$ cat config.mk
export PLATFORM = sky130hd
export DESIGN_NAME = fetchUnit_flat
export DESIGN_NICKNAME = d
export VERILOG_FILES = /design/src/verilog/rvCorePkg.sv /design/src/verilog/memBusIf.sv /design/src/verilog/fetchUnit.sv /design/src/flat_wrapper.sv
export VERILOG_INCLUDE_DIRS = /design/src /design/src/verilog
export SDC_FILE = /design/constraint.sdc
export NUM_CORES = 1
export LEC_CHECK = 0
export ABC_AREA = 1
export BUFFER_PORTS_ARGS = -buffer_cell sky130_fd_sc_hd__buf_2
export CAP_MARGIN = 30
export CELL_PAD_IN_SITES_DETAIL_PLACEMENT = 2
export CELL_PAD_IN_SITES_GLOBAL_PLACEMENT = 2
export CORE_MARGIN = 10
export CORE_UTILIZATION = 38
export DETAILED_ROUTE_END_ITERATION = 16
export PLACE_DENSITY_LB_ADDON = 0.25
export SLEW_MARGIN = 30
export SYNTH_ARGS = -nofsm -noshare
export SYNTH_HDL_FRONTEND = slang
export SYNTH_SLANG_ARGS = --single-unit
$ cat constraint.sdc
create_clock -name clk -period 17 [get_ports clk]
set_input_delay 3.4 -clock clk [delete_from_list [all_inputs] [get_ports clk]]
set_output_delay 3.4 -clock clk [all_outputs]
set_load 0.03 [all_outputs]
$ cat src/verilog/rvCoreParams.svh
`ifndef RV_CORE_PARAMS_SVH
`define RV_CORE_PARAMS_SVH

// first fetch address once run rises
`define RESET_PC 64'h0

// word address width of the unified memory
`define MEM_AW 10

// prefetch queue entries
`define IQ_DEPTH 2

`endif

$ cat src/verilog/rvCorePkg.sv
`include "rvCoreParams.svh"

package rvCorePkg;

    typedef enum logic [3:0] {
        ALU_ADD      = 4'd0,
        ALU_RETURN_B = 4'd1   // pass operand b, lui
    } aluOp_e;

    typedef enum logic [1:0] {
        WB_ALU = 2'b00,
        WB_PC4 = 2'b10        // link value for jal
    } wbSel_e;

    typedef struct packed {
        aluOp_e      aluOperate;
        logic        selA;    // 1: rs1, 0: pc
        logic        selB;    // 1: rs2, 0: imm
        logic        writeRd;
        logic        isJump;
        logic        isStore;
        logic [7:0]  storeMask;
        wbSel_e      wbSel;
        logic        isEbreak;
        logic [63:0] imm;
    } decodeCtrl_t;

    typedef struct packed {
        logic               req;
        logic               we;
        logic [`MEM_AW-1:0] addr;
        logic [63:0]        wdata;
        logic [7:0]         mask;
    } memReq_t;

endpackage

$ cat src/verilog/memBusIf.sv
`timescale 1ns/10ps

interface memBusIf;

    rvCorePkg::memReq_t req;
    logic               gnt;
    logic [63:0]        rdata;   // valid the cycle after a read grant

    modport requester
    (
        output req,
        input  gnt,
        input  rdata
    );

    modport arbiter
    (
        input  req,
        output gnt,
        output rdata
    );

endinterface

$ cat src/verilog/fetchUnit.sv
`timescale 1ns/10ps
`include "rvCoreParams.svh"

module fetchUnit
(
    input  logic        clk,
    input  logic        rstN,
    input  logic        run,
    input  logic        halted,
    input  logic        deq,
    input  logic        redirect,
    input  logic [63:0] redirectPc,
    output logic        instValid,
    output logic [31:0] instWord,
    output logic [63:0] instPc,
    memBusIf.requester  bus
);

    localparam int PtrW = (`IQ_DEPTH > 1) ? $clog2(`IQ_DEPTH) : 1;
    localparam int CntW = $clog2(`IQ_DEPTH + 1);

    logic [63:0]     pc;
    logic [63:0]     respPc;
    logic            inFlight;
    logic            epoch;
    logic            respEpoch;
    logic [31:0]     qInst [`IQ_DEPTH];
    logic [63:0]     qPc [`IQ_DEPTH];
    logic [PtrW-1:0] rdPtr;
    logic [PtrW-1:0] wrPtr;
    logic [CntW-1:0] count;
    logic            reqOn;
    logic            granted;
    logic            push;
    logic            pop;

    function automatic logic [PtrW-1:0] nextPtr(input logic [PtrW-1:0] ptr);
        nextPtr = (ptr == PtrW'(`IQ_DEPTH - 1)) ? '0 : ptr + 1'b1;
    endfunction

    // in-flight response already owns a slot
    assign reqOn = run && !halted && ((count + CntW'(inFlight)) < CntW'(`IQ_DEPTH));
    assign granted = reqOn && bus.gnt;
    assign push = run && inFlight && (respEpoch == epoch) && !redirect;  // stale epoch dropped
    assign pop = deq && instValid;

    always_comb
    begin
        bus.req.req = reqOn;
        bus.req.we = 1'b0;
        bus.req.addr = pc[`MEM_AW+2:3];
        bus.req.wdata = '0;
        bus.req.mask = '0;
    end

    always_ff @(posedge clk)
    begin
        if (!rstN)
        begin
            pc <= `RESET_PC;
            inFlight <= 1'b0;
            epoch <= 1'b0;
            respEpoch <= 1'b0;
            rdPtr <= '0;
            wrPtr <= '0;
            count <= '0;
        end
        else
        begin
            inFlight <= granted;
            if (granted)
                respEpoch <= epoch;
            if (!run)
            begin
                pc <= `RESET_PC;
                rdPtr <= '0;
                wrPtr <= '0;
                count <= '0;
            end
            else if (redirect)
            begin
                pc <= redirectPc;
                epoch <= ~epoch;
                rdPtr <= '0;
                wrPtr <= '0;
                count <= '0;
            end
            else
            begin
                if (granted)
                    pc <= pc + 64'd4;
                if (push)
                    wrPtr <= nextPtr(wrPtr);
                if (pop)
                    rdPtr <= nextPtr(rdPtr);
                count <= count + CntW'(push) - CntW'(pop);
            end
        end
    end

    always_ff @(posedge clk)
    begin
        if (granted)
            respPc <= pc;
        if (push)
        begin
            qInst[wrPtr] <= respPc[2] ? bus.rdata[63:32] : bus.rdata[31:0];
            qPc[wrPtr] <= respPc;
        end
    end

    assign instValid = (count != '0);
    assign instWord = qInst[rdPtr];
    assign instPc = qPc[rdPtr];

endmodule

$ cat src/flat_wrapper.sv
// flat-port wrapper written by rule: the top's interface ports become plain ports
module fetchUnit_flat 
  (clk, rstN, run, halted, deq, redirect, redirectPc, instValid, instWord, instPc, bus_req, bus_gnt, bus_rdata);
  memBusIf bus_i ();
  input  logic clk;
  input  logic rstN;
  input  logic run;
  input  logic halted;
  input  logic deq;
  input  logic redirect;
  input  logic [63:0] redirectPc;
  output logic instValid;
  output logic [31:0] instWord;
  output logic [63:0] instPc;
  output wire logic [$bits(bus_i.req)-1:0] bus_req;
  input wire logic [$bits(bus_i.gnt)-1:0] bus_gnt;
  input wire logic [$bits(bus_i.rdata)-1:0] bus_rdata;
  assign bus_req = bus_i.req;
  assign bus_i.gnt = bus_gnt;
  assign bus_i.rdata = bus_rdata;
  fetchUnit u_core (.clk(clk), .rstN(rstN), .run(run), .halted(halted), .deq(deq), .redirect(redirect), .redirectPc(redirectPc), .instValid(instValid), .instWord(instWord), .instPc(instPc), .bus(bus_i));
endmodule
==> summary.md <==
| Metric | Value |
|---|---|
| Setup Crit Path Kind | `primary input to output pin` |
| Most used flip-flop cell after synthesis | `edfxtp_1` |
| Largest net degree at the start of global routing | `slightly below 70` |
| Final Max Slew Viols | `0` |
| Reg-to-reg endpoint | `u_core.qPc[1][7]` |
| Switching Fraction | `23.57%` |
| Clock Skew | `0.01548 ns` |
| Post-DP HPWL | `36530 um` |
| WL final | `50450 um` |
| DRC viols | `0` |
| Worst Max-Slew Pin Slew | `0.8071 ns` |
| Buffers on Ports | `roughly 240` |
| Setup Buffers After CTS | `0` |
| GRT met2 Usage | `between 30% and 40%` |
| F_max | `0.1349 GHz` |
| Share of layout cells above drive strength 1 | `29.43%` |
| Inserted Clock Buffers | `37` |
| Tot Pwr | `0.001735 W` |
| P_leak | `approximately 6.4 nW` |
| Period utilisation layout | `43.61%` |
| Count of final setup violators | `0` |
| Final Hold Fails | `0` |
| First-pass GRT wire length | `75650 um` |
| Worst VDD drop | `0.00005651 V` |
| R2R depth | `5` |
| Grt total ovfl | `0` |
| EDFF count, synth | `between 200 and 300` |
| Std-Cell Rows | `approximately 70` |
| Met1 Usage GRT | `26.04%` |
| Slew headroom | `between 40% and 50%` |
| Post-CTS Hold Buffers | `0` |
| Slowest stage cell, crit path | `buf_2` |
| Crit path from | `halted` |
| Worst-path clk slew | `roughly 0.060 ns` |
| GR peak layer | `met2` |
| WHS Endpoint | `u_core.respPc[1]` |
| Crit-path max cell delay | `0.22 ns` |
| Unrepaired setup endpoints after global routing | `no` |
| Outcome | `completed` |
| CTS tree | `built` |
| R2r setup slk | `14.45 ns` |
| Hold crit path type | `flip-flop to flip-flop` |
| Clk pwr share | `43.6%` |
| Top-area cell type share of the netlist area | `51.61%` |
| CP bufs+invs | `3` |
| CP top delay family | `buffers and inverters` |
| Top post-synthesis cells by count | `edfxtp_1, nand2_1, mux2_2` |
| Final worst slack | `between 9 and 10 ns` |
| #FFs+latches synth | `328` |
| Die X | `218.0 um` |
| Library cells used by synthesis | `31` |
| Vias per inst | `roughly 5.0` |
| Net Switching | `0.0004089 W` |
| CP Cell Sequence | `buf_2 -> inv_1 -> nand2_1 -> nor3_1 -> buf_2` |
| WL per Instance | `23.55 um` |
| CTS max path bufs | `3` |
| CTS H-tree depth | `2` |
| CP Capture Type | `output pin` |
| 1st-iter DRT viols | `599` |
| Starting Density | `between 30% and 40%` |
| Placed inst area | `0.01631 sq mm` |
| Die Span Y | `218.0 um` |
| Area Overhead vs Synth | `17.61%` |
| Final worst path period need | `7.414 ns` |
| Cts repair resizes | `0` |
| Reg-to-reg startpoint | `u_core.respEpoch` |
| Register area share after synthesis | `61.29%` |
| Comb pwr share | `5.4%` |
| CTS Root Cell | `clkbuf_16` |
| Synth top area cells | `edfxtp_1, dfxtp_1, mux2_2, nand2_1, buf_4` |
| IO Pins | `316` |
| Sink Count | `328` |
| Power per cell area | `99.05 mW/mm^2` |
| Crit path max fanout | `2` |
| Area leader, netlist | `edfxtp_1` |
| Sequential power share | `51.0%` |
| Placer Congestion | `0.8450` |
| Synth Cell Area | `0.01489 sq mm` |
| Req. time, crit path | `13.60 ns` |
| M3 GR Usage | `about 3.8%` |
| Syn. warnings | `0` |
| Hold Crit Depth | `0` |
| Design Area, Final | `around 0.018 sq mm` |
| Post-synthesis async set-or-reset flop share | `0%` |
| Antenna violations before repair | `1` |
| Vias in the first global route | `11917` |
| DR pass1 iterations | `4` |
| Most common cell in the netlist | `edfxtp_1` |
| Total negative slack | `0 ns` |
| Clk_lat worst skew | `0.53 ns` |
| DIE AREA | `0.04752 sq mm` |
| Internal | `between 0.001 and 0.0015 W` |
| Hold_sp | `u_core.pc[1]` |
| Cells after Synth | `1356` |
| Layout Nets | `between 1500 and 2000` |
| Most used cell, CP | `buf_2` |
| Vias | `10646` |
| Core area | `0.03874 sq mm` |
| Ant diodes | `0` |
| Fill cells | `just over 4000` |
| Pre-CTS setup slack | `between 9 and 10 ns` |
| WP data arrival | `approximately 4.0 ns` |
| Hold Slack | `0.4304 ns` |
| Setup crit start kind | `primary input` |
| Max-cap violations | `0` |
| GRT Total Usage | `20.78%` |
| Mapped Avg Cell Area | `10.98 sq um` |
| ANT nets after route | `0` |
-- power groups by stage --
stage	clock [W]	combinational [W]	sequential [W]
global placement	0	0.0000886	0.000901
floorplan	0	0.0000732	0.000896
finish	0.000756	0.0000943	0.000885
global route	0.000809	0.000103	0.000886
detailed placement	0	0.0000930	0.000902
CTS	0.000773	0.0000944	0.000885
-- kinds of logic (layout without fill, tap and decap cells) --
| family | after synthesis | after routing | share of synthesized area, % |
|---|---|---|---|
| compound gates | 139 | 139 | 4.780 |
| xor+xnor | 27 | 27 | 1.588 |
| fa+ha+maj | 3 | 3 | 0.2520 |
| buf+inv | 249 | 445 | 8.619 |
| flops | 328 | 328 | 61.29 |
| mux | 128 | 128 | 9.677 |
| other cells | 1 | 73 | 0.02518 |
| simple gates | 481 | 481 | 13.77 |
-- state kept, by name (all words and copies together), names as in the netlist, named ones only --
name / cells
u_core.wrPtr: 1
u_core.qPc: 128
u_core.inFlight: 1
u_core.epoch: 1
u_core.qInst: 64
u_core.respEpoch: 1
u_core.pc: 64
u_core.respPc: 64
u_core.count: 2
u_core.rdPtr: 1
-- worst register-to-register path, stage by stage, from the launching register on --
cell     delay, ns
dfxtp_1       0.32
xnor2_1       0.15
nand4_1       0.30
nor2_4        0.50
buf_16        0.24
buf_6         0.57
-- per-layer routing --
metal | vias up | wire length [um]
li1 | 4917 | -
met1 | 5376 | 21550
met2 | 288 | 25390
met3 | 63 | 2485
met4 | 2 | 1007
met5 | - | 11
-- cell type report --
cell class              count  area (sq um)  share of cell area (%)
clock inverters            19         121.4                  0.6929
inverters                 124         465.4                   2.657
well taps                 518         648.1                   3.700
multi-input cells         851          4775                   27.26
repair buffers            253          1354                   7.729
flip-flops and latches    328          9133                   52.14
clock buffers              49          1021                   5.829
-- layout by cell type, fill, tap and decap left out, types with 37 or more instances in the layout --
| master | count |
|---|---|
| nand2_1 | 254 |
| conb_1 | 73 |
| clkbuf_16 | 37 |
| nand3_1 | 60 |
| nor2_1 | 121 |
| buf_2 | 242 |
| o21ai_0 | 50 |
| inv_1 | 120 |
| dfxtp_1 | 71 |
| mux2_2 | 128 |
| edfxtp_1 | 256 |
| a21oi_1 | 59 |
-- worst max path at each step --
stage                          to  slack, ns  depth (start not counted)
3_5_place_dp    u_core.qPc[1][12]       9.33                          6
5_1_grt               bus_req[83]       9.50                          4
6_report              bus_req[83]       9.59                          5
2_1_floorplan  u_core.qInst[0][0]       8.61                          4
3_3_place_gp     u_core.qPc[0][7]       9.53                          6
4_1_cts               bus_req[83]       9.58                          5
-- stage by stage --
stage,std cells,util (%)
after floorplan,1428,-
after detailed placement,2072,42.10
after global placement,2071,42.04
final,2142,45.22
after global routing,2142,45.22
after CTS,2140,45.05
(Power assumes the default switching activity.)
