$ cat src/verilog/rvCoreParams.svh
`ifndef RV_CORE_PARAMS_SVH
`define RV_CORE_PARAMS_SVH

// first fetch address once run rises
`define RESET_PC 64'h0

// word address width of the unified memory
`define MEM_AW 10

// prefetch queue entries
`define IQ_DEPTH 2

`endif

$ cat src/verilog/rvCorePkg.sv
`include "rvCoreParams.svh"

package rvCorePkg;

    typedef enum logic [3:0] {
        ALU_ADD      = 4'd0,
        ALU_RETURN_B = 4'd1   // pass operand b, lui
    } aluOp_e;

    typedef enum logic [1:0] {
        WB_ALU = 2'b00,
        WB_PC4 = 2'b10        // link value for jal
    } wbSel_e;

    typedef struct packed {
        aluOp_e      aluOperate;
        logic        selA;    // 1: rs1, 0: pc
        logic        selB;    // 1: rs2, 0: imm
        logic        writeRd;
        logic        isJump;
        logic        isStore;
        logic [7:0]  storeMask;
        wbSel_e      wbSel;
        logic        isEbreak;
        logic [63:0] imm;
    } decodeCtrl_t;

    typedef struct packed {
        logic               req;
        logic               we;
        logic [`MEM_AW-1:0] addr;
        logic [63:0]        wdata;
        logic [7:0]         mask;
    } memReq_t;

endpackage

$ cat src/verilog/memBusIf.sv
`timescale 1ns/10ps

interface memBusIf;

    rvCorePkg::memReq_t req;
    logic               gnt;
    logic [63:0]        rdata;   // valid the cycle after a read grant

    modport requester
    (
        output req,
        input  gnt,
        input  rdata
    );

    modport arbiter
    (
        input  req,
        output gnt,
        output rdata
    );

endinterface

$ cat src/verilog/instDecoder.sv
`timescale 1ns/10ps

module instDecoder
(
    input  logic [31:0]            inst,
    output rvCorePkg::decodeCtrl_t ctrl
);

    logic [6:0]  opCode;
    logic [2:0]  funct3;
    logic [6:0]  funct7;
    logic [63:0] immI;
    logic [63:0] immS;
    logic [63:0] immU;
    logic [63:0] immJ;

    assign opCode = inst[6:0];
    assign funct3 = inst[14:12];
    assign funct7 = inst[31:25];

    assign immI = {{52{inst[31]}}, inst[31:20]};
    assign immS = {{52{inst[31]}}, inst[31:25], inst[11:7]};
    assign immU = {{32{inst[31]}}, inst[31:12], 12'b0};
    assign immJ = {{43{inst[31]}}, inst[31], inst[19:12], inst[20], inst[30:21], 1'b0};

    always_comb
    begin
        ctrl = '0;
        ctrl.aluOperate = rvCorePkg::ALU_ADD;
        ctrl.wbSel = rvCorePkg::WB_ALU;
        case (opCode)
            7'b0110011:   // add
            begin
                ctrl.selA = 1'b1;
                ctrl.selB = 1'b1;
                ctrl.writeRd = (funct3 == 3'b000) && (funct7 == 7'b0);
            end
            7'b0010011:   // addi
            begin
                ctrl.selA = 1'b1;
                ctrl.imm = immI;
                ctrl.writeRd = (funct3 == 3'b000);
            end
            7'b0010111:   // auipc
            begin
                ctrl.imm = immU;
                ctrl.writeRd = 1'b1;
            end
            7'b0110111:   // lui
            begin
                ctrl.aluOperate = rvCorePkg::ALU_RETURN_B;
                ctrl.imm = immU;
                ctrl.writeRd = 1'b1;
            end
            7'b1101111:   // jal, alu forms the target
            begin
                ctrl.imm = immJ;
                ctrl.isJump = 1'b1;
                ctrl.writeRd = 1'b1;
                ctrl.wbSel = rvCorePkg::WB_PC4;
            end
            7'b0100011:
            begin
                ctrl.selA = 1'b1;
                ctrl.imm = immS;
                ctrl.isStore = !funct3[2];
                case (funct3)
                    3'b000:  ctrl.storeMask = 8'b0000_0001;
                    3'b001:  ctrl.storeMask = 8'b0000_0011;
                    3'b010:  ctrl.storeMask = 8'b0000_1111;
                    3'b011:  ctrl.storeMask = 8'b1111_1111;
                    default: ctrl.storeMask = 8'b0;
                endcase
            end
            7'b1110011:
            begin
                ctrl.isEbreak = (funct3 == 3'b000) && (immI == 64'd1);
            end
            default: ;
        endcase
    end

endmodule

$ cat src/verilog/execUnit.sv
`timescale 1ns/10ps
`include "rvCoreParams.svh"

module execUnit
(
    input  logic        clk,
    input  logic        rstN,
    input  logic        instValid,
    input  logic [31:0] instWord,
    input  logic [63:0] instPc,
    output logic        deq,
    output logic        redirect,
    output logic [63:0] redirectPc,
    output logic        halted,
    output logic        retireValid,
    output logic [63:0] retirePc,
    output logic        retireRdWe,
    output logic [4:0]  retireRd,
    output logic [63:0] retireRdData,
    output logic        storeValid,
    output logic [63:0] storeAddr,
    output logic [63:0] storeData,
    output logic [7:0]  storeMask,
    memBusIf.requester  bus
);

    rvCorePkg::decodeCtrl_t ctrl;

    logic [63:0] regs [1:31];
    logic [4:0]  rs1;
    logic [4:0]  rs2;
    logic [4:0]  rd;
    logic [63:0] rs1Val;
    logic [63:0] rs2Val;
    logic [63:0] opA;
    logic [63:0] opB;
    logic [63:0] aluOut;
    logic [63:0] wbData;
    logic        active;

    instDecoder decoder
    (
        .inst (instWord),
        .ctrl (ctrl)
    );

    assign rs1 = instWord[19:15];
    assign rs2 = instWord[24:20];
    assign rd = instWord[11:7];
    assign rs1Val = (rs1 == 5'd0) ? 64'd0 : regs[rs1];   // x0 reads zero
    assign rs2Val = (rs2 == 5'd0) ? 64'd0 : regs[rs2];

    assign opA = ctrl.selA ? rs1Val : instPc;
    assign opB = ctrl.selB ? rs2Val : ctrl.imm;
    assign aluOut = (ctrl.aluOperate == rvCorePkg::ALU_RETURN_B) ? opB : opA + opB;
    assign wbData = (ctrl.wbSel == rvCorePkg::WB_PC4) ? instPc + 64'd4 : aluOut;

    // a store holds the head until its write is granted
    assign active = instValid && !halted;
    assign retireValid = active && (!ctrl.isStore || bus.gnt);
    assign deq = retireValid;
    assign redirect = retireValid && ctrl.isJump;
    assign redirectPc = aluOut;

    assign retirePc = instPc;
    assign retireRd = rd;
    assign retireRdWe = retireValid && ctrl.writeRd && (rd != 5'd0);
    assign retireRdData = wbData;

    assign storeAddr = aluOut;
    assign storeMask = ctrl.storeMask << aluOut[2:0];
    assign storeData = rs2Val << {aluOut[2:0], 3'b000};
    assign storeValid = retireValid && ctrl.isStore;

    always_comb
    begin
        bus.req.req = active && ctrl.isStore;
        bus.req.we = 1'b1;
        bus.req.addr = aluOut[`MEM_AW+2:3];
        bus.req.wdata = storeData;
        bus.req.mask = storeMask;
    end

    always_ff @(posedge clk)
    begin
        if (retireRdWe)
            regs[rd] <= wbData;
    end

    always_ff @(posedge clk)
    begin
        if (!rstN)
            halted <= 1'b0;
        else if (retireValid && ctrl.isEbreak)
            halted <= 1'b1;   // sticky until reset
    end

endmodule

$ cat src/flat_wrapper.sv
// flat-port wrapper written by rule: the top's interface ports become plain ports
module execUnit_flat 
  (clk, rstN, instValid, instWord, instPc, deq, redirect, redirectPc, halted, retireValid, retirePc, retireRdWe, retireRd, retireRdData, storeValid, storeAddr, storeData, storeMask, bus_req, bus_gnt, bus_rdata);
  memBusIf bus_i ();
  input  logic clk;
  input  logic rstN;
  input  logic instValid;
  input  logic [31:0] instWord;
  input  logic [63:0] instPc;
  output logic deq;
  output logic redirect;
  output logic [63:0] redirectPc;
  output logic halted;
  output logic retireValid;
  output logic [63:0] retirePc;
  output logic retireRdWe;
  output logic [4:0] retireRd;
  output logic [63:0] retireRdData;
  output logic storeValid;
  output logic [63:0] storeAddr;
  output logic [63:0] storeData;
  output logic [7:0] storeMask;
  output wire logic [$bits(bus_i.req)-1:0] bus_req;
  input wire logic [$bits(bus_i.gnt)-1:0] bus_gnt;
  input wire logic [$bits(bus_i.rdata)-1:0] bus_rdata;
  assign bus_req = bus_i.req;
  assign bus_i.gnt = bus_gnt;
  assign bus_i.rdata = bus_rdata;
  execUnit u_core (.clk(clk), .rstN(rstN), .instValid(instValid), .instWord(instWord), .instPc(instPc), .deq(deq), .redirect(redirect), .redirectPc(redirectPc), .halted(halted), .retireValid(retireValid), .retirePc(retirePc), .retireRdWe(retireRdWe), .retireRd(retireRd), .retireRdData(retireRdData), .storeValid(storeValid), .storeAddr(storeAddr), .storeData(storeData), .storeMask(storeMask), .bus(bus_i));
endmodule
$ cat config.mk
export PLATFORM = sky130hd
export DESIGN_NAME = execUnit_flat
export DESIGN_NICKNAME = d
export VERILOG_FILES = /design/src/verilog/rvCorePkg.sv /design/src/verilog/memBusIf.sv /design/src/verilog/instDecoder.sv /design/src/verilog/execUnit.sv /design/src/flat_wrapper.sv
export VERILOG_INCLUDE_DIRS = /design/src /design/src/verilog
export SDC_FILE = /design/constraint.sdc
export NUM_CORES = 2
export LEC_CHECK = 0
export ABC_CLOCK_PERIOD_IN_PS = 11480
export BUFFER_PORTS_ARGS = -buffer_cell sky130_fd_sc_hd__buf_2
export CAP_MARGIN = 20
export CORE_ASPECT_RATIO = 2
export CORE_MARGIN = 3
export CORE_UTILIZATION = 60
export CTS_CLUSTER_SIZE = 20
export DETAILED_ROUTE_END_ITERATION = 16
export GPL_TIMING_DRIVEN = 1
export PLACE_DENSITY_LB_ADDON = 0.1
export SLEW_MARGIN = 20
export SYNTH_ARGS = -nofsm -noshare
export SYNTH_HDL_FRONTEND = slang
export SYNTH_HIERARCHICAL = 1
export SYNTH_SLANG_ARGS = --single-unit
$ cat constraint.sdc
create_clock -name clk -period 11.48 [get_ports clk]
set_input_delay 1.722 -clock clk [delete_from_list [all_inputs] [get_ports clk]]
set_output_delay 1.722 -clock clk [all_outputs]
set_load 0.005 [all_outputs]
==> impl_metrics.json <==
{
  "slew_viol_final": 0,
  "ir_worst_vdd_uv": 170,
  "powerDensity_nw_per_um2": 141,
  "nets": 6749,
  "fp.dieH_um": 592,
  "critPathMaxFanout": 92,
  "worst_r2r_path_depth": 18,
  "status": "completed",
  "clockRootBuffer": "clkbuf_16",
  "drtIter0Drc": 11109,
  "avgSynthCellArea_um2": 16.6,
  "setup.worst_path.end_class": "primary output",
  "placed_area_um2": 108000,
  "post_cts_buffers": 0,
  "layout-drive-gt1-share": 0.360,
  "async_flop_share": 0,
  "finalCritPeriodShare": 0.986,
  "cp_top_family": "compound AO/OA/AOI/OAI gates",
  "r2r_slack_ns": 3.89,
  "cts_buffer_depth": 4,
  "grt_pass1_wl_mm": 535,
  "ys_seq_area_frac": 0.578,
  "grt_remaining_overflow": 0,
  "drt-total-wl_mm": 394,
  "min_path_cells": 2,
  "num_rows": 214,
  "vias_per_cell": 7.75,
  "synth_cell_type_count": 94,
  "fin_area_um2": 114000,
  "cts_htree_levels": 4,
  "r2r-start": "u_core/regs[8][7]",
  "grt_util_all_layers": 0.443,
  "crit_path_frequent_cell": "a21oi_1",
  "clock-sinks": 1985,
  "rsz0062_at_grt": "no",
  "syn2layout_area_growth_pct": 10.5,
  "relSlewSlack": 0.0886,
  "met3_length_mm": 54.7,
  "cpPeakStageDelay_ns": 0.86,
  "yosys_register_bits": 1985,
  "holdCritStartpoint": "u_core/halted",
  "finalWorstPathRequiredPeriod_ns": 11.31,
  "antenna_found_initial": 38,
  "synth-edff-count": 1984,
  "path_cells": "buf_8 > buf_12 > buf_4 > nor2_1 > a21oi_1 > mux4_2 > a22oi_4 > a21oi_1 > ha_1 > inv_1 > fa_1 > nor2b_1 > o31ai_1 > a21oi_1 > o21bai_1 > a2111oi_0 > o2111ai_1 > nand2_1 > a21oi_1 > xor2_1 > o21ai_0 > mux2_2 > buf_2",
  "pin_count": 587,
  "regToRegEndpoint": "u_core/regs[25][40]",
  "crit_required_ns": 9.76,
  "slowest_stage": "a2111oi_0",
  "post-route-util": 0.669,
  "fmax_ghz": 0.0884,
  "syn-instance-count": 6211,
  "top_layer": "met5",
  "wl_met2_mm": 177,
  "firstDrtPassIters": 8,
  "worstSetupPathType": "in2out",
  "ys.flop_type": "edfxtp_1",
  "hpwl_mm": 253,
  "cts_resized": 0,
  "arrival_ns": 9.59,
  "final.setup_skew_ns": 0.0591,
  "remaining_drc_errors": 0,
  "worst_hold_path.endpoint": "u_core/halted",
  "final_antenna_net_count": 0,
  "nFillCells": 11689,
  "die_w_um": 299,
  "cts_tree": "built",
  "vias": 69362,
  "setup_viol": 0,
  "cap_viol_max_count": 0,
  "hold_slack_ns": 0.633,
  "die_area_um2": 177000,
  "wl_per_cell_um": 44.0,
  "yosys_warnings": 6,
  "hold_viol_final": 0,
  "worst_pin_slew_ns": 1.36,
  "portBuffers": 521,
  "start_util": 0.605,
  "grt_max_degree": 93,
  "grt_pass1_vias": 68634,
  "startpoint_type": "primary input",
  "clkTransAtPathRegs_ns": 0.06,
  "cp.buffers_inverters": 5,
  "hold_path_class": "reg2reg",
  "drt-met1-wl_mm": 122,
  "clk_latency_ns": 0.86,
  "core_um2": 170000,
  "hold_buffers": 0,
  "final.setup.tns_ns": 0,
  "syn_area_um2": 103000,
  "power_leakage_nw": 38.5,
  "finalWeightedCongestion": 1.02,
  "numCtsBuffers": 179
}
## synth_stat cells (all sizes together), types with 13 or more instances
library cell / n / area (um^2)
inv: 86 / 323
nor2b: 23 / 144
o221ai: 58 / 508
edfxtp: 1984 / 59600
a221oi: 117 / 1020
o21bai: 15 / 113
o32ai: 63 / 552
and3: 23 / 145
nand3: 82 / 410
nand2: 225 / 845
ha: 64 / 801
and2: 15 / 93.8
buf: 487 / 3050
nor3: 41 / 205
mux2i: 321 / 3210
nor2: 343 / 1300
a31oi: 27 / 169
o22ai: 14 / 87.6
xor2: 23 / 201
o21a: 19 / 143
a211oi: 17 / 133
a21o: 49 / 368
clkbuf: 237 / 890
a21oi: 281 / 1430
o21ai: 158 / 791
xnor2: 85 / 744
mux2: 197 / 2220
mux4: 983 / 22100
nand4: 13 / 81.3
## routing by layer
layer | vias to the layer above | GRT usage
met3 | 1563 | 0.132
met5 | - | 0
met2 | 6224 | 0.666
li1 | 26115 | -
met1 | 35446 | 0.537
met4 | 14 | 0.354
## cells by family (layout without fill, tap and decap cells)
| family | Yosys count | after routing | share of synthesized area |
|---|---|---|---|
| buffers and inverters | 810 | 1256 | 0.0414 |
| multiplexers | 1501 | 1501 | 0.268 |
| AO/OA/AOI/OAI | 904 | 904 | 0.0588 |
| other | 2 | 26 | 0.0000729 |
| adder cells (fa/ha/maj) | 65 | 65 | 0.00796 |
| flip-flops | 1985 | 1985 | 0.578 |
| AND/OR/NAND/NOR | 836 | 836 | 0.0367 |
| XOR/XNOR | 108 | 108 | 0.00918 |
## flip-flops by register name (all words and copies together), names as in the netlist
signal	cells
u_core/regs	1984
u_core/halted	1
## worst min-delay path: stages, from the launching register on
cell and delay (ns):
dfxtp_1 0.37, a21oi_1 0.16, nor2b_1 0.06
## how the worst max path moves through the flow
stage | from | endpoint | slack, ns | cells past startpoint
floorplan | instWord[15] | retireRdData[63] | 1.91 | 20
global placement | instWord[20] | retireRdData[48] | 0.64 | 20
detailed placement | instWord[21] | retireRdData[48] | 0.61 | 23
CTS | instWord[21] | retireRdData[48] | 0.57 | 23
global route | instWord[21] | retireRdData[48] | 0.12 | 23
finish | instWord[21] | retireRdData[48] | 0.17 | 23
## final cells by class
cell class              instances  area [um^2]  share of cell area
diodes                         21         52.6            0.000461
multi-input cells            3419        39800               0.349
well taps                    2268         2840              0.0249
clock buffers                 214         4670              0.0410
inverters                      86          332             0.00291
repair buffers                849         5850              0.0514
flip-flops and latches       1985        59600               0.523
clock inverters               107          786             0.00690
## cells in the final DEF (no fill, tap or decap), types with 13 or more instances in the layout
| cell type | n |
|---|---|
| mux2_2 | 196 |
| a211oi_1 | 16 |
| a221oi_1 | 117 |
| a21oi_2 | 28 |
| a21oi_1 | 250 |
| nor3_1 | 40 |
| diode_2 | 21 |
| buf_12 | 48 |
| mux2i_1 | 321 |
| and3_1 | 22 |
| mux4_2 | 983 |
| o32ai_1 | 63 |
| o21ai_0 | 139 |
| inv_1 | 82 |
| a31oi_1 | 22 |
| a21o_1 | 49 |
| o21bai_1 | 15 |
| buf_4 | 275 |
| clkinv_1 | 36 |
| o21ai_1 | 16 |
| o21a_1 | 19 |
| nor2_1 | 307 |
| xnor2_1 | 85 |
| clkbuf_16 | 182 |
| buf_2 | 512 |
| edfxtp_1 | 1984 |
| ha_1 | 64 |
| and2_1 | 14 |
| nand4_1 | 13 |
| nand2_1 | 224 |
| nor2_4 | 35 |
| nand3_1 | 82 |
| clkinv_2 | 44 |
| clkbuf_1 | 32 |
| xor2_1 | 23 |
| nor2b_1 | 20 |
| o221ai_1 | 56 |
## through the flow
| step | std cells | setup slack, ns | power, mW |
|---|---|---|---|
| after global routing | 8936 | 0.116 | 16.4 |
| final | 8949 | 0.166 | 16.1 |
| after global placement | 8598 | 0.644 | 10.3 |
| after detailed placement | 8603 | 0.609 | 10.4 |
| after floorplan | 6214 | 1.91 | 9.48 |
| after CTS | 8924 | 0.572 | 16.1 |
## where the power goes
| part | switching, mW | internal (mW) | leakage [nW] |
|---|---|---|---|
| clock network | 2.71 | 3.12 | 2.68 |
| registers | 0.000954 | 8.08 | 17.8 |
| logic | 1.43 | 0.771 | 17.9 |
| total | 4.14 | 12.0 | 38.5 |
(Power assumes the default switching activity.)
