### src/verilog/rvCoreParams.svh
`ifndef RV_CORE_PARAMS_SVH
`define RV_CORE_PARAMS_SVH

// first fetch address once run rises
`define RESET_PC 64'h0

// word address width of the unified memory
`define MEM_AW 10

// prefetch queue entries
`define IQ_DEPTH 2

`endif

### src/verilog/rvCorePkg.sv
`include "rvCoreParams.svh"

package rvCorePkg;

    typedef enum logic [3:0] {
        ALU_ADD      = 4'd0,
        ALU_RETURN_B = 4'd1   // pass operand b, lui
    } aluOp_e;

    typedef enum logic [1:0] {
        WB_ALU = 2'b00,
        WB_PC4 = 2'b10        // link value for jal
    } wbSel_e;

    typedef struct packed {
        aluOp_e      aluOperate;
        logic        selA;    // 1: rs1, 0: pc
        logic        selB;    // 1: rs2, 0: imm
        logic        writeRd;
        logic        isJump;
        logic        isStore;
        logic [7:0]  storeMask;
        wbSel_e      wbSel;
        logic        isEbreak;
        logic [63:0] imm;
    } decodeCtrl_t;

    typedef struct packed {
        logic               req;
        logic               we;
        logic [`MEM_AW-1:0] addr;
        logic [63:0]        wdata;
        logic [7:0]         mask;
    } memReq_t;

endpackage

### src/verilog/memBusIf.sv
`timescale 1ns/10ps

interface memBusIf;

    rvCorePkg::memReq_t req;
    logic               gnt;
    logic [63:0]        rdata;   // valid the cycle after a read grant

    modport requester
    (
        output req,
        input  gnt,
        input  rdata
    );

    modport arbiter
    (
        input  req,
        output gnt,
        output rdata
    );

endinterface

### src/verilog/memArbiter.sv
`timescale 1ns/10ps
`include "rvCoreParams.svh"

module memArbiter
(
    input  logic               clk,
    input  logic               rstN,
    input  logic               run,
    input  logic               loadWe,
    input  logic [`MEM_AW-1:0] loadAddr,
    input  logic [63:0]        loadData,
    input  logic [63:0]        memRdata,
    memBusIf.arbiter           storeBus,
    memBusIf.arbiter           fetchBus,
    output logic               memEn,
    output logic               memWe,
    output logic [`MEM_AW-1:0] memAddr,
    output logic [63:0]        memWdata,
    output logic [7:0]         memMask
);

    logic loadGnt;
    logic storeGnt;
    logic fetchGnt;
    logic fetchRd;

    assign loadGnt = !run && loadWe;   // loader only while stopped
    assign storeGnt = !loadGnt && storeBus.req.req;
    assign fetchGnt = !loadGnt && !storeGnt && fetchBus.req.req;
    assign storeBus.gnt = storeGnt;
    assign fetchBus.gnt = fetchGnt;

    always_comb
    begin
        memEn = loadGnt || storeGnt || fetchGnt;
        if (loadGnt)
        begin
            memWe = 1'b1;
            memAddr = loadAddr;
            memWdata = loadData;
            memMask = 8'hff;
        end
        else if (storeGnt)
        begin
            memWe = storeBus.req.we;
            memAddr = storeBus.req.addr;
            memWdata = storeBus.req.wdata;
            memMask = storeBus.req.mask;
        end
        else
        begin
            memWe = fetchGnt && fetchBus.req.we;
            memAddr = fetchBus.req.addr;
            memWdata = fetchBus.req.wdata;
            memMask = fetchBus.req.mask;
        end
    end

    always_ff @(posedge clk)
    begin
        if (!rstN)
            fetchRd <= 1'b0;
        else
            fetchRd <= fetchGnt && !fetchBus.req.we;
    end

    assign fetchBus.rdata = fetchRd ? memRdata : 64'd0;
    assign storeBus.rdata = 64'd0;   // write-only peer

endmodule

### src/flat_wrapper.sv
// flat-port wrapper written by rule: the top's interface ports become plain ports
module memArbiter_flat 
  (clk, rstN, run, loadWe, loadAddr, loadData, memRdata, memEn, memWe, memAddr, memWdata, memMask, storeBus_req, storeBus_gnt, storeBus_rdata, fetchBus_req, fetchBus_gnt, fetchBus_rdata);
  memBusIf storeBus_i ();
  memBusIf fetchBus_i ();
  input  logic clk;
  input  logic rstN;
  input  logic run;
  input  logic loadWe;
  input  logic [`MEM_AW-1:0] loadAddr;
  input  logic [63:0] loadData;
  input  logic [63:0] memRdata;
  output logic memEn;
  output logic memWe;
  output logic [`MEM_AW-1:0] memAddr;
  output logic [63:0] memWdata;
  output logic [7:0] memMask;
  input wire logic [$bits(storeBus_i.req)-1:0] storeBus_req;
  output wire logic [$bits(storeBus_i.gnt)-1:0] storeBus_gnt;
  output wire logic [$bits(storeBus_i.rdata)-1:0] storeBus_rdata;
  input wire logic [$bits(fetchBus_i.req)-1:0] fetchBus_req;
  output wire logic [$bits(fetchBus_i.gnt)-1:0] fetchBus_gnt;
  output wire logic [$bits(fetchBus_i.rdata)-1:0] fetchBus_rdata;
  assign storeBus_i.req = storeBus_req;
  assign storeBus_gnt = storeBus_i.gnt;
  assign storeBus_rdata = storeBus_i.rdata;
  assign fetchBus_i.req = fetchBus_req;
  assign fetchBus_gnt = fetchBus_i.gnt;
  assign fetchBus_rdata = fetchBus_i.rdata;
  memArbiter u_core (.clk(clk), .rstN(rstN), .run(run), .loadWe(loadWe), .loadAddr(loadAddr), .loadData(loadData), .memRdata(memRdata), .storeBus(storeBus_i), .fetchBus(fetchBus_i), .memEn(memEn), .memWe(memWe), .memAddr(memAddr), .memWdata(memWdata), .memMask(memMask));
endmodule
### config.mk
export PLATFORM = sky130hd
export DESIGN_NAME = memArbiter_flat
export DESIGN_NICKNAME = d
export VERILOG_FILES = /design/src/verilog/rvCorePkg.sv /design/src/verilog/memBusIf.sv /design/src/verilog/memArbiter.sv /design/src/flat_wrapper.sv
export VERILOG_INCLUDE_DIRS = /design/src /design/src/verilog
export SDC_FILE = /design/constraint.sdc
export NUM_CORES = 1
export LEC_CHECK = 0
export BUFFER_PORTS_ARGS = -buffer_cell sky130_fd_sc_hd__buf_2
export CAP_MARGIN = 20
export CORE_AREA = 2 2 205 207
export CTS_CLUSTER_DIAMETER = 40
export DETAILED_ROUTE_END_ITERATION = 8
export DIE_AREA = 0 0 207 209
export PLACE_DENSITY = 0.35
export SYNTH_ARGS = -nofsm -noshare
export SYNTH_HDL_FRONTEND = slang
export SYNTH_SLANG_ARGS = --single-unit
### constraint.sdc
create_clock -name clk -period 1.3 [get_ports clk]
set_input_delay 0.195 -clock clk [delete_from_list [all_inputs] [get_ports clk]]
set_output_delay 0.195 -clock clk [all_outputs]
set_load 0.01 [all_outputs]
==> metrics.yaml, run 1 <==
die-area_um2: 43300
grt_pass1_vias: 4391
power_density_nw_per_um2: 349
drive_above_1_share: 0.807
fillers: 4674
netlist_top_cells_area: "mux2_2 53%, buf_4 17%, and2_1 14%, mux2_4 5.1%, mux2i_1 2.7%"
ant_nets: 0
syn_area_um2: 2930
drc_errors: 0
hpwl_um: 14700
grt-ovfl-total: 0
worst_ep_arrival_time_ps: 1250
period_needed_ps: 1450
gp_congestion: 0.869
cts_hold_buf: 0
initialDrtViolationCount: 68
crit_chain: "buf_16 -> buf_12 -> mux2_4 -> mux2_4 -> buf_6"
top_register: "u_core.fetchRd"
setup_viol: 74
fmax_ghz: 0.690
synth_area_per_cell_um2: 8.87
grt_usage: 0.0764
cp_top_family: "multiplexers"
start_util: 0.0709
grt_pass1_wl_um: 25700
worstHoldPathType: "primary input to register"
rsz0062_at_grt: "yes"
leakage_nw: 3.97
yosysMostFrequentCell: "mux2_2"
place_worst_setup_slack_ps: -360
die_y_um: 209
wl_per_cell_um: 13.7
rows: 75
cap_violations: 0
synth_seq_cells: 1
ys_warn_count: 0
viasPerCell: 3.07
status: "finished with violations"
ios: 524
critPathBufInv: 3
hold_violations: 0
largest_reg_flops: 1
antenna_found_initial: 1
drtPass1Iterations: 6
vias: 4109
synth-async-reset-ratio: 0
fin_setup_tns_ps: -7790
yosysSeqAreaShare: 0.00684
ys.flop_type: "dfxtp_1"
reg_top3: "u_core.fetchRd x1"
synthTopCellsByCount: "138 x mux2_2, 65 x and2_1, 65 x buf_4, 12 x buf_2"
netlist.area_leader.share: 0.531
port_buffers: 459
dieWidth_um: 207
synth_top_cell_by_area: "mux2_2"
syn_inst: 330
irDropWorstVdd_v: 0.000168
syn_to_final_growth_pct: 138
startpoint_type: "primary input"
maxSlewViolCount: 0
cp.required_ps: 1110
layout.nets: 1110
fin_util: 0.169
crit_slowest_cell: "mux2_4"
synth-edff-count: 0
grt_max_degree: 65
core_um2: 41300
clk_pin_slew_worst_paths_ps: 0
violations: "negative setup slack"
setup_ws_ps: -149
critPathMaxFanout: 8
finalCritPeriodShare: 1.11
endpoint_kind: "output pin"
slowest_delay_ps: 340
synth_cell_type_count: 17
critPathKind: "primary input to output pin"
wl_um: 18300
crit_path_frequent_cell: "mux2_4"
repair_timing:
action | 4_1_cts | 5_1_grt
pin swaps | 1 | 2
gates cloned | 5 | 2
gates resized for setup | 189 | 24
hold endpoints to repair | 0 | 0
endpoints found under the setup margin | 86 | 84
buffers inserted | 7 | 1
layer usage:
metal	wire, µm	track usage	up-vias
met3	1470	0.0143	16
met1	6480	0.0797	1858
met2	9760	0.153	288
met4	619	0.0232	0
li1	-	-	1947
met5	0	0	-
power breakdown:
part            total [mW]  internal (mW)  switching (mW)
Combinational         2.40           1.49           0.911
Sequential          0.0326         0.0321        0.000532
Clock          0.000000103    0.000000103               0
Total                 2.43           1.52           0.911
logic make-up after synthesis:
logic type,synth area share
other cells,0.00128
compound gates,0.00257
mux,0.609
flops,0.00684
buf+inv,0.214
simple gates,0.166
final cells by class:
| cell class | count | area (µm²) | share of cell area |
|---|---|---|---|
| diodes | 1 | 2.50 | 0.000359 |
| multi-input cells | 302 | 2900 | 0.416 |
| flip-flops and latches | 1 | 20.0 | 0.00287 |
| well taps | 539 | 674 | 0.0967 |
| repair buffers | 495 | 3370 | 0.484 |
per-stage QoR:
step	hold slack [ps]	cells	total power [mW]	area, µm²
global route	489	1338	2.59	6970
finish	462	1338	2.43	6970
detailed placement	460	1324	1.78	5750
CTS	462	1335	2.38	6830
floorplan	333	393	1.04	3180
global placement	459	1324	1.78	5750
final timing paths:
check  cells after the start                         to        startpoint  slack [ps]
min                        3  u_core.fetchRd$_SDFF_PN0_              rstN         460
max                        5                 memAddr[5]  storeBus_req[83]        -150
cells in the final DEF, fill, tap and decap left out, types with 2 or more instances in the layout:
cell	Yosys	final
mux2i_1	8	8
buf_2	12	391
buf_8	0	10
and2_1	65	65
mux2_2	138	38
buf_12	0	9
nand2_1	10	10
mux2_4	10	110
buf_16	0	7
clkbuf_16	0	2
buf_6	4	73
conb_1	1	64
buf_4	65	3
Power figures use the tool's default switching activity.
==> run 2, diff against run 1 <==
==> constraint.sdc (replaced) <==
create_clock -name clk -period 1.3 [get_ports clk]
set_input_delay 0.26 -clock clk [delete_from_list [all_inputs] [get_ports clk]]
set_output_delay 0.26 -clock clk [all_outputs]
set_load 0.01 [all_outputs]
==> metrics.yaml, run 2 (synthesized netlist as in run 1, its figures left out) <==
dieWidth_um: 207  # unchanged
fmax_ghz: 0.628  # -9.0%
irDropWorstVdd_v: 0.000188  # +12%
viasPerCell: 3.02  # -1.6%
gp_congestion: 0.794  # -8.7%
wl_um: 18600  # +1.5%
layout_common_cells: "385 x buf_2, 101 x mux2_4, 75 x buf_6, 64 x and2_1, 64 x conb_1"
final_common_cell: "buf_2"
crit_chain: "buf_16 -> buf_12 -> buf_12 -> mux2_2 -> mux2_2 -> buf_6"
port_buffers: 459  # unchanged
wl_per_cell_um: 13.9  # +1.4%
grt_pass1_wl_um: 25400  # -1.2%
top_register: "u_core.fetchRd"
p_total_mw: 2.41  # -0.80%
finalCritPeriodShare: 1.23  # +0.110
fillers: 4675  # +0.021%
critPathMaxFanout: 6  # -2
rsz0062_at_grt: "yes"
ant_nets: 0  # unchanged
ios: 524  # unchanged
start_util: 0.0709  # unchanged
grt_pass1_vias: 4140  # -5.7%
grt_max_degree: 65  # unchanged
hpwl_um: 15200  # +3.3%
crit_slowest_cell: "mux2_2"
reg_top3: "u_core.fetchRd x1"
worstHoldPathType: "primary input to register"
grt_usage: 0.0765  # +0.000128
hold_violations: 0  # unchanged
drtPass1Iterations: 4  # -2
drc_errors: 0  # unchanged
endpoint_kind: "output pin"
clk_pin_slew_worst_paths_ps: 0  # unchanged
grt-ovfl-total: 0  # unchanged
syn_to_final_growth_pct: 138
startpoint_type: "primary input"
largest_reg_flops: 1  # unchanged
die-area_um2: 43300  # unchanged
core_um2: 41300  # unchanged
multi_input_area_um2: 2900  # unchanged
period_needed_ps: 1590  # +143 ps
vias: 4048  # -1.5%
power_density_nw_per_um2: 347  # -0.55%
rows: 75  # unchanged
slowest_delay_ps: 320  # -20 ps
status: "finished with violations"
maxSlewViolCount: 0  # unchanged
seq_area_um2: 20.0  # unchanged
cap_violations: 0  # unchanged
violations: "negative setup slack"
fin_setup_tns_ps: -17560  # -9770 ps
cp.required_ps: 1040  # -70 ps
leakage_nw: 3.93  # -1.0%
die_y_um: 209  # unchanged
layout.nets: 1110  # unchanged
critPathKind: "primary input to output pin"
drive_above_1_share: 0.816  # +0.00877
worst_ep_arrival_time_ps: 1330  # +80 ps
setup_viol: 85  # +15%
setup_ws_ps: -293  # -143 ps
antenna_found_initial: 7  # +6
initialDrtViolationCount: 87  # +28%
==> run 2: final cells by class <==
cell class	count	area share
repair buffers	494	0.482
multi-input cells	303	0.417
well taps	539	0.0970
flip-flops and latches	1	0.00288
diodes	3	0.00108
==> run 2: per-layer routing <==
layer	vias up	track usage	routed length, µm
met5	-	0	0
met4	0	0.0202	436
met3	14	0.0134	1400
met2	296	0.150	9900
met1	1792	0.0837	6880
li1	1946	-	-
==> run 2: worst paths after layout <==
| check | slack [ps] | start | cells past startpoint | endpoint |
|---|---|---|---|---|
| max | -290 | storeBus_req[83] | 6 | memWdata[48] |
| min | 510 | rstN | 3 | u_core.fetchRd$_SDFF_PN0_ |
==> run 2: per-stage QoR <==
| step | utilization | area [µm²] | setup slack (ps) | hold slack, ps | cells |
|---|---|---|---|---|---|
| after floorplan | - | 3210 | -147 | 398 | 393 |
| after global placement | 0.140 | 5790 | -448 | 520 | 1324 |
| after detailed placement | 0.140 | 5790 | -466 | 521 | 1324 |
| after CTS | 0.163 | 6750 | -306 | 521 | 1334 |
| after global routing | 0.168 | 6950 | -324 | 553 | 1339 |
| final | 0.168 | 6950 | -293 | 515 | 1340 |
==> run 2: critical path, delay by kind of cell <==
family,cells,cell delay (ps)
buffers and inverters,4,460
muxes,2,590
==> run 2: what timing repair did <==
item	CTS	global route
endpoints found under the setup margin	87	86
buffers inserted	3	2
cloned	7	1
hold endpoints to repair	0	0
hold buffers	0	0
resized for setup	162	36
pin swaps	2	0
==> run 2: report_power, final <==
part	internal, mW	switching [mW]	total (mW)
Combinational	1.48	0.901	2.38
Clock	0.000000312	0	0.000000312
Sequential	0.0320	0.000538	0.0326
==> run 3, diff against run 2 <==
--- a/config.mk
+++ b/config.mk
@@ -6,13 +6,14 @@
 export SDC_FILE = /design/constraint.sdc
 export NUM_CORES = 1
 export LEC_CHECK = 0
+export ABC_AREA = 1
 export BUFFER_PORTS_ARGS = -buffer_cell sky130_fd_sc_hd__buf_2
 export CAP_MARGIN = 20
-export CORE_AREA = 2 2 205 207
+export CORE_AREA = 2 2 201 203
 export CTS_CLUSTER_DIAMETER = 40
 export DETAILED_ROUTE_END_ITERATION = 8
-export DIE_AREA = 0 0 207 209
-export PLACE_DENSITY = 0.35
+export DIE_AREA = 0 0 203 205
+export PLACE_DENSITY = 0.37
 export SYNTH_ARGS = -nofsm -noshare
 export SYNTH_HDL_FRONTEND = slang
 export SYNTH_SLANG_ARGS = --single-unit
==> metrics.yaml, run 3 <==
drive_above_1_share: 0.652  # -0.164
synth_top_cell_by_area: "nand3_1"
p_sw_frac: 0.491  # +0.118
final_common_cell: "buf_2"
synthTopCellsByCount: "158 x nand3_1, 149 x nand2_1, 80 x inv_1, 74 x buf_4, 73 x nand3_2"
cp.required_ps: 1040  # about the same
yosysSeqAreaShare: 0.00585  # -0.000988
grt-ovfl-total: 0  # unchanged
synth_top_family_by_area: "simple AND/OR/NAND/NOR gates"
port_buffers: 459  # unchanged
antenna_found_initial: 3  # -4
startpoint_type: "primary input"
fin_util: 0.188  # +0.0198
use_met2: 0.191  # +0.0411
hpwl_um: 17900  # +18%
reg_top3: "u_core.fetchRd x1"
internal-power_mw: 1.25  # -17%
synth_cell_type_count: 19  # +2
irDropWorstVdd_v: 0.000165  # -12%
clk_pin_slew_worst_paths_ps: 0  # unchanged
endpoint_kind: "output pin"
initialDrtViolationCount: 154  # +77%
violations: "negative setup slack"
layout.nets: 1377  # +24%
muxShareOfSynthArea: 0  # -0.609
top_usage_layer: "met2"
diodes: 0  # -3
critPathLaunch: "loadWe"
grtUsageMet1: 0.108  # +0.0242
cp.depth: 9  # +3
synth_area_per_cell_um2: 5.76  # -35%
worst_ep_arrival_time_ps: 1210  # -120 ps
synth-async-reset-ratio: 0  # unchanged
top_register: "u_core.fetchRd"
syn_to_final_growth_pct: 117
wl_per_cell_um: 14.2  # +2.2%
die-area_um2: 41600  # -3.8%
status: "finished with violations"
hold_violations: 0  # unchanged
combPwrFrac: 0.987  # about the same
die_y_um: 205  # -1.9%
endpoint: "memWdata[56]"
drtPass1Iterations: 4  # unchanged
vias: 5568  # +38%
ys_warn_count: 0  # unchanged
dieWidth_um: 203  # -1.9%
cap_violations: 0  # unchanged
netlist.area_leader.share: 0.231  # -0.300
synth_seq_cells: 1  # unchanged
core_um2: 39400  # -4.7%
yosys.area_share.adder: 0  # unchanged
wl_um: 22600  # +21%
yosysMostFrequentCell: "nand3_1"
critPathBufInv: 6  # +2
crit_chain: "buf_12 -> inv_4 -> nor2_4 -> buf_4 -> buf_16 -> buf_12 -> nand2_2 -> nand3_2 -> buf_6"
critPathMaxFanout: 8  # +2
rows: 73  # -2.7%
crit_path_frequent_cell: "buf_12"
synth_compound_area_frac: 0.00146  # -0.00110
crit_slowest_cell: "buf_16"
clkPwrFrac: 0  # unchanged
place_worst_setup_slack_ps: -261  # +205 ps
syn_area_um2: 3420  # +17%
leakage_nw: 4.58  # +17%
grt_pass1_wl_um: 30700  # +21%
grt_pass1_vias: 5377  # +30%
gp_congestion: 0.842  # +6.1%
maxSlewViolCount: 0  # unchanged
largest_reg_flops: 1  # unchanged
setup_ws_ps: -168  # +125 ps
slowest_delay_ps: 160  # -160 ps
fmax_ghz: 0.681  # +8.5%
power_density_nw_per_um2: 332  # -4.2%
critPathKind: "primary input to output pin"
layout_common_cells: "410 x buf_2, 117 x nand3_2, 112 x nand3_1, 107 x nand2_1, 78 x inv_1"
rsz0062_at_grt: "yes"
cts_hold_buf: 0  # unchanged
p_total_mw: 2.46  # +2.1%
start_util: 0.0869  # +0.0160
period_needed_ps: 1470  # -125 ps
synthSimpleGateAreaFrac: 0.636  # +0.470
finalCritPeriodShare: 1.13  # -0.0960
p_sw_mw: 1.21  # +34%
drc_errors: 0  # unchanged
synth_xor_area_frac: 0  # unchanged
met3_usage: 0.0180  # +0.00460
synth-edff-count: 0  # unchanged
syn_inst: 594  # +80%
ant_nets: 0  # unchanged
p_seq_frac: 0.013  # about the same
netlist_top_cells_area: "nand3_1 23%, nand3_2 21%, nand2_1 16%, buf_4 16%, inv_1 8.8%"
grt_usage: 0.0966  # +0.0201
setup_viol: 81  # -4.7%
ios: 524  # unchanged
grt_max_degree: 55  # -15%
ys.flop_type: "dfxtp_1"
viasPerCell: 3.50  # +16%
cp_top_family: "buffers and inverters"
worstHoldPathType: "primary input to register"
-- run 3: cell families (layout without fill, tap and decap cells) --
| logic type | Yosys count | count (layout) |
|---|---|---|
| simple gates | 393 | 393 |
| other cells | 1 | 64 |
| flops | 1 | 1 |
| compound gates | 1 | 1 |
| buf+inv | 198 | 606 |
-- run 3: how the worst min path moves through the flow --
stage          start                   endpoint  slack, ps  cells past startpoint
3_5_place_dp    rstN  u_core.fetchRd$_SDFF_PN0_        550                      3
3_3_place_gp    rstN  u_core.fetchRd$_SDFF_PN0_        550                      3
6_report        rstN  u_core.fetchRd$_SDFF_PN0_        520                      3
2_1_floorplan   rstN  u_core.fetchRd$_SDFF_PN0_        390                      2
4_1_cts         rstN  u_core.fetchRd$_SDFF_PN0_        530                      3
5_1_grt         rstN  u_core.fetchRd$_SDFF_PN0_        540                      3
-- run 3: stage by stage --
step | hold slack [ps] | cells | instance area [µm²] | TNS [ps]
after floorplan | 386 | 657 | 3660 | 0
after global placement | 547 | 1577 | 6280 | -13890
after detailed placement | 553 | 1577 | 6280 | -13840
after CTS | 532 | 1587 | 7170 | -9170
after global routing | 539 | 1590 | 7410 | -11620
final | 523 | 1590 | 7410 | -7720
-- run 3: power by group through the flow --
stage	Clock (mW)	Sequential (mW)	Combinational, mW
finish	0	0.0330	2.43
global route	0	0.0331	2.64
CTS	0	0.0331	2.36
detailed placement	0	0.0330	1.94
global placement	0	0.0330	1.94
floorplan	0	0.0321	1.05
-- run 3: what timing repair did --
action | CTS | global route
setup buffers | 3 | 5
setup endpoints to repair | 86 | 84
resized for setup | 154 | 48
gates cloned | 7 | 1
pin swaps | 36 | 8
-- run 3: worst min-delay path: stages --
cell and delay [ps]:
buf_2 90, nand2_1 60, nor2_2 50
-- run 3: area by class of cell --
type | count | area [µm²]
Timing Repair Buffer | 523 | 3560
Fill cell | 4589 | 32000
Inverter | 83 | 343
Multi-Input combinational cell | 458 | 2830
Sequential cell | 1 | 21.3
Tap cell | 525 | 657
-- run 3: routing by layer --
metal  vias to the layer above  wire length, µm
met2                       329            11800
met5                         -               13
li1                       2709                -
met1                      2510             8490
met3                        18             1950
met4                         2              324
